[src/design/evr_pkg.sv]
package evr_pkg;

    // Lane widths
    localparam int unsigned EV_W   = 8;  // One event code or byte lane
    localparam int unsigned LINK_W = 16; // Data lane above event lane
    localparam int unsigned K_W    = 2;  // One K flag per lane

    // 8b/10b control symbols
    localparam logic [EV_W-1:0] K28_5       = 8'hBC; // Comma
    localparam logic [EV_W-1:0] K28_2_START = 8'h5C; // Segment frame start
    localparam logic [EV_W-1:0] K28_1_STOP  = 8'h3C; // Segment frame stop

    // Beacon event, sent when no comma is due
    localparam logic [EV_W-1:0] BEACON_CODE = 8'h7E;

    // Event lane cadence, in phase counts
    localparam int unsigned COMMA_PERIOD  = 4;
    localparam int unsigned BEACON_PERIOD = 7;

    // Segmented data buffer
    localparam int unsigned SEG_WORDS = 32;
    localparam int unsigned PHASE_W   = $clog2(2 * SEG_WORDS); // Data bytes on odd phases only

    // Matcher select values on the configuration port
    localparam logic SEL_AFTER  = 1'b0; // Compare against extracted event
    localparam logic SEL_BEFORE = 1'b1; // Compare against raw received byte

endpackage

[src/design/event_match.sv]
`timescale 1ns/1ns

module event_match #(
    parameter logic SEL = evr_pkg::SEL_AFTER
) (
    input  logic                    app_clk,
    input  logic                    rst_n_i,
    input  logic                    cfg_we_i,
    input  logic                    cfg_sel_i,
    input  logic [evr_pkg::EV_W-1:0] cfg_code_i,
    input  logic [evr_pkg::EV_W-1:0] ev_i,
    output logic                    match_o
);

    import evr_pkg::*;

    logic [EV_W-1:0] code_q;
    logic            match_q;

    // Programmable event code, only writes addressed to this instance
    always_ff @(posedge app_clk or negedge rst_n_i) begin
        if (!rst_n_i) begin
            code_q <= '0;
        end else if (cfg_we_i && (cfg_sel_i == SEL)) begin
            code_q <= cfg_code_i;
        end
    end

    // Code 0 means no event, so it never matches
    always_ff @(posedge app_clk or negedge rst_n_i) begin
        if (!rst_n_i) begin
            match_q <= 1'b0;
        end else begin
            match_q <= (code_q != '0) && (ev_i == code_q);
        end
    end

    assign match_o = match_q;

    a_no_match_on_zero: assert property (
        @(posedge app_clk) disable iff (!rst_n_i)
        $rose(match_o) |-> ($past(code_q) != '0)
    );

endmodule

[src/design/evr_top.sv]
`timescale 1ns/1ns

module evr_top #(
    parameter int unsigned BLINK_HALF_CYCLES = 100000000
) (
    input  logic                      app_clk,
    input  logic                      rst_n_i,
    input  logic                      link_ready_i,
    input  logic [evr_pkg::LINK_W-1:0] rx_data_i,
    input  logic [evr_pkg::K_W-1:0]    rx_is_k_i,
    input  logic                      cfg_we_i,
    input  logic                      cfg_sel_i,
    input  logic [evr_pkg::EV_W-1:0]   cfg_code_i,
    output logic [evr_pkg::LINK_W-1:0] tx_data_o,
    output logic [evr_pkg::K_W-1:0]    tx_is_k_o,
    output logic                      after_dc_o,
    output logic                      before_dc_o,
    output logic [1:0]                led_o
);

    import evr_pkg::*;

    logic [EV_W-1:0] ev;         // Extracted event, one cycle behind rx
    logic            comma_seen;
    logic            heartbeat;

    frame_gen frame_gen_i (
        .app_clk      (app_clk),
        .rst_n_i      (rst_n_i),
        .link_ready_i (link_ready_i),
        .tx_data_o    (tx_data_o),
        .tx_is_k_o    (tx_is_k_o)
    );

    rx_event_decode rx_event_decode_i (
        .app_clk   (app_clk),
        .rst_n_i   (rst_n_i),
        .rx_data_i (rx_data_i),
        .rx_is_k_i (rx_is_k_i),
        .ev_o      (ev),
        .comma_o   (comma_seen)
    );

    // Fires two cycles after the rx word
    event_match #(
        .SEL (SEL_AFTER)
    ) match_after (
        .app_clk    (app_clk),
        .rst_n_i    (rst_n_i),
        .cfg_we_i   (cfg_we_i),
        .cfg_sel_i  (cfg_sel_i),
        .cfg_code_i (cfg_code_i),
        .ev_i       (ev),
        .match_o    (after_dc_o)
    );

    // Raw event lane byte, K flags ignored
    event_match #(
        .SEL (SEL_BEFORE)
    ) match_before (
        .app_clk    (app_clk),
        .rst_n_i    (rst_n_i),
        .cfg_we_i   (cfg_we_i),
        .cfg_sel_i  (cfg_sel_i),
        .cfg_code_i (cfg_code_i),
        .ev_i       (rx_data_i[EV_W-1:0]),
        .match_o    (before_dc_o)
    );

    led_blink #(
        .HALF_CYCLES (BLINK_HALF_CYCLES)
    ) led_blink_i (
        .app_clk (app_clk),
        .rst_n_i (rst_n_i),
        .led_o   (heartbeat)
    );

    assign led_o = {comma_seen, heartbeat};

endmodule

[src/design/frame_gen.sv]
`timescale 1ns/1ns

module frame_gen (
    input  logic                      app_clk,
    input  logic                      rst_n_i,
    input  logic                      link_ready_i,
    output logic [evr_pkg::LINK_W-1:0] tx_data_o,
    output logic [evr_pkg::K_W-1:0]    tx_is_k_o
);

    import evr_pkg::*;

    localparam int unsigned IDX_W = $clog2(SEG_WORDS);

    logic [PHASE_W-1:0] phase_q;
    logic [IDX_W-1:0]   seg_idx;
    logic [EV_W-1:0]    ev_lane;
    logic [EV_W-1:0]    data_lane;
    logic [EV_W-1:0]    seg_byte;

    // Phase restarts whenever the link drops, wraps by overflow
    always_ff @(posedge app_clk or negedge rst_n_i) begin
        if (!rst_n_i) begin
            phase_q <= '0;
        end else if (!link_ready_i) begin
            phase_q <= '0;
        end else begin
            phase_q <= phase_q + 1'b1;
        end
    end

    // Segmented buffer frame, fixed contents
    always_comb begin
        case (seg_idx)
            5'd0:    seg_byte = K28_2_START;
            5'd1:    seg_byte = 8'hFF;        // Segment address
            5'd3:    seg_byte = 8'h8B;
            5'd4:    seg_byte = 8'hFC;
            5'd5:    seg_byte = 8'h7B;
            5'd9:    seg_byte = 8'h07;
            5'd17:   seg_byte = 8'h07;
            5'd18:   seg_byte = K28_1_STOP;
            5'd19:   seg_byte = 8'hFC;        // Checksum high
            5'd20:   seg_byte = 8'hF0;        // Checksum low
            default: seg_byte = 8'h00;
        endcase
    end

    assign seg_idx = phase_q[PHASE_W-1:1];

    // Event lane, comma takes priority over beacon
    always_comb begin
        ev_lane = '0;
        if (link_ready_i) begin
            if ((32'(phase_q) % COMMA_PERIOD) == 0) begin
                ev_lane = K28_5;
            end else if ((32'(phase_q) % BEACON_PERIOD) == 0) begin
                ev_lane = BEACON_CODE;
            end
        end
    end

    // Data lane carries buffer bytes on odd phases, distributed bus idle otherwise
    always_comb begin
        data_lane = '0;
        if (link_ready_i && phase_q[0]) begin
            data_lane = seg_byte;
        end
    end

    assign tx_data_o    = {data_lane, ev_lane};
    assign tx_is_k_o[0] = (ev_lane == K28_5);
    assign tx_is_k_o[1] = (data_lane == K28_2_START) || (data_lane == K28_1_STOP);

    // Idle link must not send control symbols
    a_no_k_when_idle: assert property (
        @(posedge app_clk) disable iff (!rst_n_i)
        !link_ready_i |-> (tx_is_k_o == '0)
    );

endmodule

[src/design/led_blink.sv]
`timescale 1ns/1ns

module led_blink #(
    parameter int unsigned HALF_CYCLES = 100000000
) (
    input  logic app_clk,
    input  logic rst_n_i,
    output logic led_o
);

    localparam int unsigned CNT_W = $clog2(HALF_CYCLES + 1);

    logic [CNT_W-1:0] cnt_q;
    logic             led_q;
    logic             wrap;

    assign wrap = (cnt_q == CNT_W'(HALF_CYCLES - 1)); // Last cycle of a half period

    always_ff @(posedge app_clk or negedge rst_n_i) begin
        if (!rst_n_i) begin
            cnt_q <= '0;
            led_q <= 1'b0;
        end else if (wrap) begin
            cnt_q <= '0;
            led_q <= ~led_q;
        end else begin
            cnt_q <= cnt_q + 1'b1;
        end
    end

    assign led_o = led_q;

    a_cnt_in_range: assert property (
        @(posedge app_clk) disable iff (!rst_n_i)
        32'(cnt_q) < HALF_CYCLES
    );

endmodule

[src/design/rx_event_decode.sv]
`timescale 1ns/1ns

module rx_event_decode (
    input  logic                      app_clk,
    input  logic                      rst_n_i,
    input  logic [evr_pkg::LINK_W-1:0] rx_data_i,
    input  logic [evr_pkg::K_W-1:0]    rx_is_k_i,
    output logic [evr_pkg::EV_W-1:0]   ev_o,
    output logic                      comma_o
);

    import evr_pkg::*;

    logic [EV_W-1:0] ev_q;
    logic            comma_q;

    always_ff @(posedge app_clk or negedge rst_n_i) begin
        if (!rst_n_i) begin
            ev_q    <= '0;
            comma_q <= 1'b0;
        end else begin
            // K characters on the event lane are framing, not events
            ev_q    <= rx_is_k_i[0] ? '0 : rx_data_i[EV_W-1:0];
            comma_q <= |rx_is_k_i; // Any lane
        end
    end

    assign ev_o    = ev_q;
    assign comma_o = comma_q;

    // A received K symbol never shows up as an event code
    a_k_rejected: assert property (
        @(posedge app_clk) disable iff (!rst_n_i)
        rx_is_k_i[0] |=> (ev_o == '0)
    );

endmodule

[config.mk]
export PLATFORM = sky130hd
export DESIGN_NAME = evr_top
export DESIGN_NICKNAME = d
export VERILOG_FILES = /design/src/design/evr_pkg.sv /design/src/design/event_match.sv /design/src/design/evr_top.sv /design/src/design/frame_gen.sv /design/src/design/led_blink.sv /design/src/design/rx_event_decode.sv
export SDC_FILE = /design/constraint.sdc
export NUM_CORES = 1
export LEC_CHECK = 0
export BUFFER_PORTS_ARGS = -buffer_cell sky130_fd_sc_hd__buf_2
export CAP_MARGIN = 20
export CORE_ASPECT_RATIO = 0.75
export CORE_UTILIZATION = 57
export DETAILED_ROUTE_END_ITERATION = 8
export GPL_TIMING_DRIVEN = 0
export PLACE_DENSITY = 0.8
export SYNTH_ARGS = -nofsm -noshare
export SYNTH_HDL_FRONTEND = slang
export SYNTH_SLANG_ARGS = --single-unit
[constraint.sdc]
create_clock -name app_clk -period 4.4 [get_ports app_clk]
set_input_delay 0.22 -clock app_clk [delete_from_list [all_inputs] [get_ports app_clk]]
set_output_delay 0.22 -clock app_clk [all_outputs]
set_load 0.005 [all_outputs]
==> impl_metrics.env <==
export IMPL_p_total_mw=1.28
export IMPL_synth_area_um2=3420
export IMPL_synth_top_area_share=0.446
export IMPL_avgSynthCellArea_um2=10.2
export IMPL_ioPinCount=53
export IMPL_drv_slew=0
export IMPL_fin_skew_ns=0.00508
export IMPL_async_flop_share=1.00
export IMPL_clockBufferDepth=2
export IMPL_grt_pass1_vias=2658
export IMPL_grt_pass1_wl_mm=12.5
export IMPL_cts_tree="done"
export IMPL_post_dp_hpwl_mm=5.24
export IMPL_ys_ff_latch=61
export IMPL_synth_commonest_cells="dfrtp_1, nor2_1, xnor2_1"
export IMPL_cp_num_cells=19
export IMPL_synth_edff_count=0
export IMPL_final_cells=481
export IMPL_clk_latency_ns=0.33
export IMPL_viasPerCell=5.54
export IMPL_routed_wl_mm=7.45
export IMPL_cts_buffers=9
export IMPL_drv_cap=0
export IMPL_status="complete, no violations"
export IMPL_final_net_count=436
export IMPL_die_h_um=69.1
export IMPL_holdPathStages=2
export IMPL_seq_area_frac_synth=0.446
export IMPL_drt_iter0_markers=224
export IMPL_clock_sinks=61
export IMPL_grt_use_total=0.256
export IMPL_n_antenna_cell=0
export IMPL_start_util=0.590
export IMPL_cts_root_buffer="clkbuf_8"
export IMPL_grt_max_degree=41
export IMPL_slowest_stage="dfrtp_2"
export IMPL_finalHoldViolations=0
export IMPL_die_x_um=91.4
export IMPL_end_kind="output port"
export IMPL_ff2ff_path_depth=6
export IMPL_yosysTopAreaCell="dfrtp_1"
export IMPL_syn_instance_count=336
export IMPL_finalCritPeriodShare=0.954
export IMPL_arrival_ns=3.98
export IMPL_power_density_nw_per_um2=312
export IMPL_ys_flop_type="dfrtp_1"
export IMPL_critical_path_class="reg2out"
export IMPL_cp_max_fo=10
export IMPL_yosysUniqueCellTypes=58
export IMPL_yosys_warnings=0
export IMPL_power_leakage_nw=1.89
export IMPL_vdd_drop_max_mv=0.222
export IMPL_worst_slew_margin_rel=0.633
export IMPL_cp_slowest_stage_delay_ns=0.41
export IMPL_gp_congestion=0.916
export IMPL_htree_levels=3
export IMPL_syn_to_final_growth_pct=19.6
export IMPL_n_fill_cell=411
export IMPL_dp_cells=458
export IMPL_path_cells="buf_6 -> nand2_4 -> inv_1 -> ha_4 -> nand4b_1 -> mux2i_1 -> a31o_2 -> ha_4 -> o211ai_1 -> a21oi_2 -> nor3_2 -> buf_4 -> buf_6 -> nand3_2 -> a2111oi_4 -> o2111ai_2 -> nand3b_1 -> buf_4 -> buf_2"
export IMPL_worstPathRequired_ns=4.18
export IMPL_dieArea_um2=6320
export IMPL_routedWlPerCell_um=15.5
export IMPL_rows=24
export IMPL_yosysMostFrequentCell="dfrtp_1"
export IMPL_synthesis_nets=374
export IMPL_io_buffers=43
export IMPL_drive_above_1_share=0.288
export IMPL_hold_path_class="in2reg"
export IMPL_antenna_left=0
export IMPL_cp_top_family="compound AO/OA/AOI/OAI gates"
export IMPL_crit_path_start_kind="flop"
export IMPL_drc=0
export IMPL_dr_total_vias=2664
export IMPL_synth_area_leaders="dfrtp_1, xnor2_1, mux2_2"
export IMPL_clk_pin_slew_ns=0.07
export IMPL_fmax_mhz=238
export IMPL_critPathBufInv=6
export IMPL_fin_crit_ns=4.20
export IMPL_antenna_found_initial=0
export IMPL_overflow=0
export IMPL_core_um2=5800
export IMPL_tightest_slew_ns=0.550
export IMPL_first_pass_iters=4
export IMPL_setup_viol=0
## power by group
group | total (mW) | internal, mW | switching, mW
sequential | 0.618 | 0.589 | 0.0288
combinational | 0.174 | 0.0905 | 0.0831
clock | 0.484 | 0.278 | 0.206
total | 1.28 | 0.957 | 0.318
## cells in the final DEF (no fill, tap or decap), types with 3 or more instances in the layout
cell type / Yosys / layout
mux2_2: 16 / 16
and3_1: 5 / 5
inv_1: 9 / 9
ha_1: 7 / 4
buf_6: 3 / 5
ha_4: 0 / 3
xor2_1: 15 / 15
dfrtp_1: 61 / 60
xnor2_1: 28 / 27
mux2i_1: 3 / 3
nand2_1: 23 / 22
and3b_1: 3 / 3
a21oi_1: 6 / 4
nor2_1: 36 / 36
and2_1: 6 / 6
nor3_1: 5 / 5
buf_2: 2 / 44
buf_4: 12 / 17
nor2b_1: 13 / 13
clkbuf_8: 0 / 10
a31oi_1: 4 / 4
nand3_1: 14 / 14
o21ai_0: 5 / 5
nor4_1: 3 / 3
clkbuf_1: 3 / 6
nand4_1: 10 / 10
## cell families (layout without fill, tap and decap cells)
logic type | count (synthesis) | count (layout) | synth area share
multiplexers | 19 | 19 | 0.0615
XOR/XNOR | 43 | 43 | 0.110
flip-flops | 61 | 61 | 0.446
adder cells (fa/ha/maj) | 9 | 9 | 0.0315
other | 1 | 1 | 0.00110
AO/OA/AOI/OAI | 38 | 38 | 0.0860
AND/OR/NAND/NOR | 136 | 136 | 0.211
buffers and inverters | 29 | 96 | 0.0523
## state kept, by name, indices dropped and copies added, names as in the netlist
name / flops
led_blink_i.cnt_q: 27
match_after.code_q: 8
match_before.code_q: 8
rx_event_decode_i.ev_o: 8
frame_gen_i.phase_q: 6
led_blink_i.led_o: 1
match_after.match_o: 1
match_before.match_o: 1
rx_event_decode_i.comma_o: 1
## final timing paths
check	from	end	slack (ns)
worst max-delay path	frame_gen_i.phase_q[3]	tx_data_o[3]	0.20
worst min-delay path	rx_is_k_i[1]	rx_event_decode_i.comma_o	0.07
worst max register to register	led_blink_i.cnt_q[9]	led_blink_i.cnt_q[22]	2.11
worst min register to register	led_blink_i.cnt_q[0]	led_blink_i.cnt_q[0]	0.46
max in group asynchronous	rst_n_i	frame_gen_i.phase_q[3]	3.43
min in group asynchronous	rst_n_i	led_blink_i.cnt_q[22]	0.39
## what timing repair did
item,CTS,global route
endpoints found under the setup margin,6,6
endpoints found under the hold margin,21,0
gates resized for setup,8,7
buffers inserted,6,1
pin swaps,7,8
hold buffers,1,0
## area by class of cell
cell class              instances  area (um2)  share of cell area
inverters                       9        33.8             0.00826
flip-flops and latches         61        1530               0.373
plain buffers                  19         144              0.0352
clock buffers                  13         149              0.0364
repair buffers                 52         302              0.0737
well taps                      78        97.6              0.0239
multi-input cells             246        1790               0.438
clock inverters                 3        45.0              0.0110
## routing by layer
layer / global-route usage / wire (um) / vias up
li1: - / - / 1286
met1: 0.354 / 3450 / 1300
met2: 0.395 / 3540 / 67
met3: 0.0728 / 376 / 11
met4: 0.0758 / 93 / 0
met5: 0 / 0 / -
## per-stage QoR
step | setup WS, ns | utilization | hold slack (ns) | TNS, ns | area, um2
floorplan | 0.553 | - | -0.0756 | 0 | 3420
global placement | 0.136 | 0.644 | 0.411 | 0 | 3730
detailed placement | -0.0535 | 0.647 | 0.216 | -0.132 | 3750
CTS | 0.00783 | 0.695 | 0.0625 | 0 | 4030
global route | -0.00207 | 0.706 | 0.0593 | -0.00374 | 4090
finish | 0.204 | 0.706 | 0.0747 | 0 | 4090
No activity file was read; power rests on OpenSTA's default activity.
